**src/hdl/fpu_pkg.sv**
```systemverilog
`default_nettype none

package fpu_pkg;

  // operand and result width
  localparam int FLEN = 32;

  // single-precision field layout
  localparam int EXP_W = 8;
  localparam int MAN_W = 23;
  localparam int EXP_BIAS = 127;

  // issue port operation codes
  typedef enum logic [2:0] {
    // goes to the multiplier
    op_fmul   = 3'd0,
    // sign injection, rs1 magnitude
    op_fsgnj  = 3'd1,
    op_fsgnjn = 3'd2,
    op_fsgnjx = 3'd3,
    // comparisons return 1 or 0
    op_feq    = 3'd4,
    op_flt    = 3'd5,
    op_fle    = 3'd6
  } fpu_op_e;

endpackage

`default_nettype wire

```
**src/hdl/fmisc.sv**
```systemverilog
`timescale 1ns/1ps
`default_nettype none

module fmisc (
  input  logic                     clk,
  input  logic                     rstn,
  input  logic                     order,
  input  fpu_pkg::fpu_op_e         op,
  input  logic [fpu_pkg::FLEN-1:0] rs1,
  input  logic [fpu_pkg::FLEN-1:0] rs2,
  output logic                     accepted,
  output logic                     done,
  output logic [fpu_pkg::FLEN-1:0] rd
);

  import fpu_pkg::*;

  logic            busy;
  logic            s1;
  logic            s2;
  logic [FLEN-2:0] mag1;
  logic [FLEN-2:0] mag2;
  logic            both_zero;
  logic            eq;
  logic            lt;
  logic [FLEN-1:0] result;

  assign accepted = ~busy & order;

  always_ff @(posedge clk) begin
    if (!rstn) begin
      busy <= 1'b0;
    end else if (busy) begin
      busy <= ~done;
    end else begin
      busy <= order;
    end
  end

  assign s1 = rs1[FLEN-1];
  assign s2 = rs2[FLEN-1];
  assign mag1 = rs1[FLEN-2:0];
  assign mag2 = rs2[FLEN-2:0];

  // +0 and -0 compare equal
  assign both_zero = (mag1 == '0) && (mag2 == '0);
  assign eq = both_zero || (rs1 == rs2);

  // sign-magnitude ordering, negatives reverse the magnitude test
  always_comb begin
    if (both_zero) begin
      lt = 1'b0;
    end else if (s1 != s2) begin
      lt = s1;
    end else if (s1) begin
      lt = mag1 > mag2;
    end else begin
      lt = mag1 < mag2;
    end
  end

  always_comb begin
    case (op)
      op_fsgnj:  result = {s2, mag1};
      op_fsgnjn: result = {~s2, mag1};
      op_fsgnjx: result = {s1 ^ s2, mag1};
      op_feq:    result = FLEN'(eq);
      op_flt:    result = FLEN'(lt);
      op_fle:    result = FLEN'(lt | eq);
      default:   result = '0;
    endcase
  end

  always_ff @(posedge clk) begin
    if (!rstn) begin
      done <= 1'b0;
      rd   <= '0;
    end else begin
      done <= accepted;
      if (accepted) begin
        rd <= result;
      end
    end
  end

endmodule

`default_nettype wire

```
**src/hdl/fmul.sv**
```systemverilog
`timescale 1ns/1ps
`default_nettype none

module fmul (
  input  logic                     clk,
  input  logic                     rstn,
  input  logic                     order,
  input  logic [fpu_pkg::FLEN-1:0] rs1,
  input  logic [fpu_pkg::FLEN-1:0] rs2,
  output logic                     accepted,
  output logic                     done,
  output logic [fpu_pkg::FLEN-1:0] rd
);

  import fpu_pkg::*;

  localparam int SIG_W = MAN_W + 1;
  localparam int PROD_W = 2 * SIG_W;
  localparam int SE_W = $clog2(PROD_W + 1);

  logic busy;
  logic stage_1;
  logic stage_2;

  // set on order when idle and clear on the done cycle
  always_ff @(posedge clk) begin
    if (!rstn) begin
      busy <= 1'b0;
    end else if (busy) begin
      busy <= ~done;
    end else begin
      busy <= order;
    end
  end

  assign accepted = ~busy & order;
  assign done = stage_2;

  logic             s1;
  logic             s2;
  logic [EXP_W-1:0] e1;
  logic [EXP_W-1:0] e2;
  logic [MAN_W-1:0] m1;
  logic [MAN_W-1:0] m2;
  logic [EXP_W-1:0] e1a;
  logic [EXP_W-1:0] e2a;
  logic [SIG_W-1:0] m1a;
  logic [SIG_W-1:0] m2a;
  logic [EXP_W:0]   esum;
  logic [EXP_W:0]   shifts;
  logic             zero_in;

  assign s1 = rs1[FLEN-1];
  assign s2 = rs2[FLEN-1];
  assign e1 = rs1[FLEN-2 -: EXP_W];
  assign e2 = rs2[FLEN-2 -: EXP_W];
  assign m1 = rs1[MAN_W-1:0];
  assign m2 = rs2[MAN_W-1:0];

  // denormals count as exponent one without the hidden bit
  assign e1a = (e1 == '0) ? EXP_W'(1) : e1;
  assign e2a = (e2 == '0) ? EXP_W'(1) : e2;
  assign m1a = {e1 != '0, m1};
  assign m2a = {e2 != '0, m2};

  assign esum = {1'b0, e1a} + {1'b0, e2a};
  // right shift used only when the sum falls below the bias
  assign shifts = (EXP_W + 1)'(EXP_BIAS) - esum;
  assign zero_in = ((e1 == '0) && (m1 == '0)) || ((e2 == '0) && (m2 == '0));

  logic             sy_1;
  logic [EXP_W:0]   esum_1;
  logic [EXP_W:0]   shifts_1;
  logic [SIG_W-1:0] m1a_1;
  logic [SIG_W-1:0] m2a_1;
  logic             zero_1;

  always_ff @(posedge clk) begin
    if (!rstn) begin
      stage_1 <= 1'b0;
    end else begin
      stage_1 <= accepted;
    end
  end

  always_ff @(posedge clk) begin
    if (accepted) begin
      sy_1     <= s1 ^ s2;
      esum_1   <= esum;
      shifts_1 <= shifts;
      m1a_1    <= m1a;
      m2a_1    <= m2a;
      zero_1   <= zero_in;
    end
  end

  logic [PROD_W-1:0] myd;
  logic [SE_W-1:0]   se;

  assign myd = PROD_W'(m1a_1) * PROD_W'(m2a_1);

  // leading zero count of the raw product
  always_comb begin
    se = SE_W'(PROD_W);
    for (int i = 0; i < PROD_W; i++) begin
      if (myd[i]) begin
        se = SE_W'(PROD_W - 1 - i);
      end
    end
  end

  logic              sy_2;
  logic [EXP_W:0]    esum_2;
  logic [EXP_W:0]    shifts_2;
  logic [PROD_W-1:0] myd_2;
  logic [SE_W-1:0]   se_2;
  logic              zero_2;

  always_ff @(posedge clk) begin
    if (!rstn) begin
      stage_2  <= 1'b0;
      sy_2     <= 1'b0;
      esum_2   <= '0;
      shifts_2 <= '0;
      myd_2    <= '0;
      se_2     <= '0;
      zero_2   <= 1'b0;
    end else begin
      stage_2 <= stage_1;
      if (stage_1) begin
        sy_2     <= sy_1;
        esum_2   <= esum_1;
        shifts_2 <= shifts_1;
        myd_2    <= myd;
        se_2     <= se;
        zero_2   <= zero_1;
      end
    end
  end

  logic [EXP_W-1:0]   eyd;
  logic signed [EXP_W:0] eyf;
  logic               norm_ok;
  logic [EXP_W-1:0]   eyr;
  logic [PROD_W-1:0]  myf;
  logic [PROD_W-1:0]  myd_shr;
  logic               udf;
  logic               udf_just;
  logic [EXP_W-1:0]   ey;
  logic [MAN_W-1:0]   my;

  // product has two integer bits so the bias drops by one
  assign eyd = esum_2[EXP_W-1:0] - EXP_W'(EXP_BIAS - 1);
  assign eyf = {1'b0, eyd} - (EXP_W + 1)'(se_2);
  assign norm_ok = eyf > 0;
  assign eyr = norm_ok ? eyf[EXP_W-1:0] : '0;
  assign myf = norm_ok ? (myd_2 << se_2) : (myd_2 << (eyd[4:0] - 5'd1));
  assign myd_shr = myd_2 >> shifts_2;

  assign udf = esum_2 < (EXP_W + 1)'(EXP_BIAS + 1);
  assign udf_just = esum_2 == (EXP_W + 1)'(EXP_BIAS);

  // exactly at the bias a carry into bit 47 still gives exponent one
  assign ey = (udf_just && myd_2[PROD_W-1]) ? EXP_W'(1) :
              udf ? '0 : eyr;
  assign my = udf ? myd_shr[PROD_W-2 -: MAN_W] : myf[PROD_W-2 -: MAN_W];

  assign rd = zero_2 ? {sy_2, (FLEN - 1)'(0)} : {sy_2, ey, my};

endmodule

`default_nettype wire

```
**src/hdl/fpu_dispatch.sv**
```systemverilog
`timescale 1ns/1ps
`default_nettype none

module fpu_dispatch #(
  parameter int MUL_LATENCY = 2
) (
  input  logic                     clk,
  input  logic                     rstn,
  input  logic                     order,
  input  fpu_pkg::fpu_op_e         op,
  output logic                     accepted,
  output logic                     mul_order,
  input  logic                     mul_accepted,
  input  logic                     mul_done,
  input  logic [fpu_pkg::FLEN-1:0] mul_rd,
  output logic                     misc_order,
  input  logic                     misc_accepted,
  input  logic                     misc_done,
  input  logic [fpu_pkg::FLEN-1:0] misc_rd,
  output logic                     done,
  output logic [fpu_pkg::FLEN-1:0] rd
);

  import fpu_pkg::*;

  // fmisc finishes one cycle after accept
  localparam int HIST_W = MUL_LATENCY - 1;

  logic              to_mul;
  logic              to_misc;
  logic [HIST_W-1:0] mul_hist;
  logic              misc_block;

  assign to_mul = (op == op_fmul);
  assign to_misc = op inside {op_fsgnj, op_fsgnjn, op_fsgnjx, op_feq, op_flt, op_fle};

  // recent fmul accepts, oldest at the top
  always_ff @(posedge clk) begin
    if (!rstn) begin
      mul_hist <= '0;
    end else begin
      mul_hist[0] <= mul_accepted;
      for (int i = 1; i < HIST_W; i++) begin
        mul_hist[i] <= mul_hist[i-1];
      end
    end
  end

  // an fmisc accept now would land on that fmul's done cycle
  assign misc_block = mul_hist[HIST_W-1];

  assign mul_order = order & to_mul;
  assign misc_order = order & to_misc & ~misc_block;

  // only one unit ever sees an order
  assign accepted = mul_accepted | misc_accepted;

  assign done = mul_done | misc_done;
  assign rd = mul_done ? mul_rd : misc_rd;

endmodule

`default_nettype wire

```
**src/hdl/fpu_top.sv**
```systemverilog
`timescale 1ns/1ps
`default_nettype none

module fpu_top #(
  parameter int MUL_LATENCY = 2
) (
  input  logic                     clk,
  input  logic                     rstn,
  input  logic                     order,
  input  fpu_pkg::fpu_op_e         op,
  input  logic [fpu_pkg::FLEN-1:0] rs1,
  input  logic [fpu_pkg::FLEN-1:0] rs2,
  output logic                     accepted,
  output logic                     done,
  output logic [fpu_pkg::FLEN-1:0] rd
);

  import fpu_pkg::*;

  logic            mul_order;
  logic            mul_accepted;
  logic            mul_done;
  logic [FLEN-1:0] mul_rd;
  logic            misc_order;
  logic            misc_accepted;
  logic            misc_done;
  logic [FLEN-1:0] misc_rd;

  fpu_dispatch #(
    .MUL_LATENCY(MUL_LATENCY)
  ) u_dispatch (
    .clk          (clk),
    .rstn         (rstn),
    .order        (order),
    .op           (op),
    .accepted     (accepted),
    .mul_order    (mul_order),
    .mul_accepted (mul_accepted),
    .mul_done     (mul_done),
    .mul_rd       (mul_rd),
    .misc_order   (misc_order),
    .misc_accepted(misc_accepted),
    .misc_done    (misc_done),
    .misc_rd      (misc_rd),
    .done         (done),
    .rd           (rd)
  );

  fmul u_fmul (
    .clk     (clk),
    .rstn    (rstn),
    .order   (mul_order),
    .rs1     (rs1),
    .rs2     (rs2),
    .accepted(mul_accepted),
    .done    (mul_done),
    .rd      (mul_rd)
  );

  fmisc u_fmisc (
    .clk     (clk),
    .rstn    (rstn),
    .order   (misc_order),
    .op      (op),
    .rs1     (rs1),
    .rs2     (rs2),
    .accepted(misc_accepted),
    .done    (misc_done),
    .rd      (misc_rd)
  );

endmodule

`default_nettype wire

```
**config.mk**
```make
export PLATFORM = sky130hd
export DESIGN_NAME = fpu_top
export DESIGN_NICKNAME = d
export VERILOG_FILES = /design/src/hdl/fpu_pkg.sv /design/src/hdl/fmisc.sv /design/src/hdl/fmul.sv /design/src/hdl/fpu_dispatch.sv /design/src/hdl/fpu_top.sv
export SDC_FILE = /design/constraint.sdc
export NUM_CORES = 2
export LEC_CHECK = 0
export BUFFER_PORTS_ARGS = -buffer_cell sky130_fd_sc_hd__buf_2
export CAP_MARGIN = 20
export CORE_MARGIN = 2
export CORE_UTILIZATION = 59
export DETAILED_ROUTE_END_ITERATION = 8
export PLACE_DENSITY = 0.76
export SYNTH_ARGS = -nofsm -noshare
export SYNTH_HDL_FRONTEND = slang
export SYNTH_SLANG_ARGS = --single-unit
```
**constraint.sdc**
```tcl
create_clock -name clk -period 16.6 [get_ports clk]
set_clock_uncertainty 0.05 [all_clocks]
set_input_delay 3.32 -clock clk [delete_from_list [all_inputs] [get_ports clk]]
set_output_delay 3.32 -clock clk [all_outputs]
set_load 0.05 [all_outputs]
```
==> results.txt <==
critical-path cell list -> clkinv_1 > buf_4 > ha_1 > nand2b_1 > o2bb2ai_1 > o21ai_1 > or4b_1 > o2111ai_2 > buf_4 > nor2_4 > a21oi_4 > mux2_2 > o21ai_0 > a221o_1 > o221ai_1 > a221oi_1 > o2bb2ai_1 > buf_2
drt wl/cell -> 21.2 um
yosys warns -> 0
hold path startpoint -> u_fmul.se_2[4]
hold path cells -> 2
Worst setup EP type -> output pin
Max-cap violations -> 0
RR Startpoint -> u_fmul.m1a_1[5]
CP Max Fanout -> 31
first-pass GRT wire length -> 149000 um
post-synth top area cell -> fa_1
I/O pin total -> 104
fmax -> 94.6 MHz
vias per inst -> 6.16
WP data arrival -> 7200 ps
Worst Reg-to-Reg Cells -> 27
Final setup viols -> 0
Area growth, synth to finish -> 5.05%
Fill cells -> 4522
total core area -> 0.0537 mm^2
dominant cells by area after synthesis -> fa_1 30%, ha_1 8.7%, nand2_1 7.1%, inv_1 7.0%, dfxtp_1 6.9%
nets -> 4452
routed vias -> 27.0k
H-tree lvl count -> 4
Post-Syn Area -> 0.0320 mm^2
cell count after synthesis -> 3708
root buf cell -> clkbuf_16
synth unique cells -> 109
multi-input logic area -> 0.0246 mm^2
CTS Sinks -> 177
Die Y -> 237 um
total CTS buffers -> 17
Lkg Pwr -> 15.5 nW
All-Layer GR Usage -> 33.8%
Setup TNS -> 0 ps
Longest Clk Path Bufs -> 2
hold buffer count at CTS -> 0
hpwl dp -> 73500 um
gpl congestion -> 1.06
design area -> 0.0336 mm^2
Overflow after GRT -> 0
Tightest Pin Transition -> 1090 ps
die span in x -> 237 um
Yosys reg bits -> 177
worst reg2reg setup slack -> 7500 ps
First-pass DRT Iterations -> 6
ant diodes -> 0
First DRT Iteration DRCs -> 2616
clock-pin slew on the worst setup and hold paths -> 80 ps
period utilization -> 63.7%
PD cells -> 135 mW/mm^2
port bufs -> 103
Worst setup SP type -> flop
storage element area -> 0.00422 mm^2
Die ar. -> 0.0561 mm^2
crit path kind -> reg2out
Worst path slowest cell -> dfxtp_1
post-synthesis net count -> 4485
commonest cells in the netlist -> 605 x nand2_1, 600 x inv_1, 484 x fa_1
Worst-Skew Late Latency -> 450 ps
CTS tree -> done
antenna viol nets, final -> 0
main combinational cell family by area after synthesis -> adder cells
HP Class -> reg2reg
post-synthesis area per instance -> 8.63 um^2
asr flop ratio synth -> 0%
layout cell share with drive strength beyond 1 -> 8.35%
Starting Density -> 59.6%
Critical Path RT -> 13230 ps
final WL -> 93000 um
Inst Count DP -> 4352
mux share of post-synthesis cell area -> 5.39%
placed cell areas -> 0.0330 mm^2
dominant synthesized flop cell -> dfxtp_1
worst vdd ir -> 0.000218 V
Hold Vio Cnt, Final -> 0
row count -> 85
pin count of the biggest net entering global routing -> 70
Max stage delay on crit path -> 900 ps
final worst path period need -> 10570 ps
share of the synthesized area in the top cell type -> 30.3%
Final Core Density -> 62.6%
initial antenna violation count -> 0
max-slew violation count -> 0
DRC -> 0
unrepaired setup endpoints after global routing -> no
compound-gate portion of the synthesized area -> 13.8%
Post-Synth Simple-Gate Area -> 16.9%
EDFF count, synth -> 67
WHS Endpoint -> u_fmul.se_2[4]
normalized max-slew margin -> 27.0%
fin cells -> 4384
XOR/XNOR Fraction of Synth Area -> 1.77%
Post-CTS Repair Setup Buffers -> 0
vias in the first global route -> 27.1k
Adder-Cell Fraction of Synth Area -> 39.0%
status -> complete, no violations
RR Endpoint -> u_fmul.se_2[2]
Seq/Total Area, Yosys -> 13.2%
cell with the most instances after synthesis -> nand2_1
PostCTS Resize Cnt -> 0
## through the flow
| step | total power, mW | hold WS [ps] | setup slack (ps) |
|---|---|---|---|
| final | 4.52 | 420 | 6030 |
| after CTS | 4.49 | 416 | 6190 |
| after detailed placement | 4.02 | 405 | 6710 |
| after global routing | 4.94 | 441 | 5600 |
| after floorplan | 3.18 | 377 | 1840 |
| after global placement | 4.00 | 392 | 6700 |
## critical path: cells and delay by family (launching register included)
family                     cells  cell delay [ps]
AOI/OAI and AO/OA              9             2430
DFF                            1              900
and+or+nand+nor                3              820
adders and majority gates      1              370
muxes                          1              450
buffers and inverters          4             1750
## cells in the final DEF, fill, tap and decap left out, drive strengths merged, types with 11 or more instances in the layout
cell type,n
inv,611
nand2,607
fa,484
ha,223
and2,209
buf,170
nor2,168
a21oi,145
mux2i,114
dfxtp,110
o21ai,80
a211oi,71
edfxtp,67
a22o,41
xnor2,40
nand3,36
nor3,35
a311oi,31
a31oi,30
nor4,29
a22oi,28
a21o,26
xor2,23
nand2b,22
mux2,22
o211ai,21
clkbuf,18
mux4,15
o2bb2ai,14
o21bai,13
o22ai,13
and3,12
nand4,11
nor2b,11
a221oi,11
## routing by layer
layer	vias up	part of all wire, %	wire (um)	track usage (%)
li1	12000	-	-	-
met1	13500	40	37000	44.9
met2	1260	47	44100	55.8
met3	237	7.8	7240	4.51
met4	0	4.9	4590	14.8
met5	-	0	0	0
## registers in the layout, indices dropped and copies added (netlist names)
| register | cells |
|---|---|
| u_fmisc.done | 1 |
| u_fmul.myd_2 | 48 |
| u_fmul.shifts_2 | 9 |
| u_fmul.m2a_1 | 24 |
| u_fmul.m1a_1 | 24 |
| u_fmul.done | 1 |
| u_fmul.zero_2 | 1 |
| u_fmul.sy_2 | 1 |
| u_fmul.sy_1 | 1 |
| u_fmisc.busy | 1 |
| u_fmisc.rd | 32 |
| u_fmul.stage_1 | 1 |
| u_fmul.zero_1 | 1 |
| u_fmul.busy | 1 |
| u_fmul.esum_1 | 8 |
| u_fmul.se_2 | 6 |
| u_fmul.esum_2 | 8 |
| u_fmul.shifts_1 | 9 |
## worst max path at each step
stage,from,end,slack (ps),depth (start not counted)
2_1_floorplan,op[0],accepted,1840,4
3_3_place_gp,u_fmul.se_2[2],rd[19],6700,18
3_5_place_dp,u_fmul.se_2[2],rd[19],6710,18
4_1_cts,u_fmul.se_2[2],rd[19],6190,18
5_1_grt,u_fmul.se_2[2],rd[19],5600,18
6_report,u_fmul.se_2[2],rd[19],6030,18
## area by class of cell
class	count	area share, %
clock inverters	14	0.506
inverters	604	6.74
well taps	696	2.59
repair buffers	170	3.03
clock buffers	18	1.34
multi-input cells	2705	73.3
flip-flops and latches	177	12.5
## where the power goes
group	switching (mW)	total [mW]	leakage [nW]	internal [mW]
registers	0.0376	0.509	1.50	0.471
clock network	0.222	0.436	0.305	0.215
logic	2.21	3.58	13.7	1.37
total	2.47	4.52	15.5	2.06
## cells by family after synthesis
group | after synthesis
DFF | 177
buffers and inverters | 826
muxes | 151
xor gates and xnor gates | 63
adders and majority gates | 707
AOI/OAI and AO/OA | 614
and+or+nand+nor | 1170
Note: power is estimated with default switching activity, not from simulation.
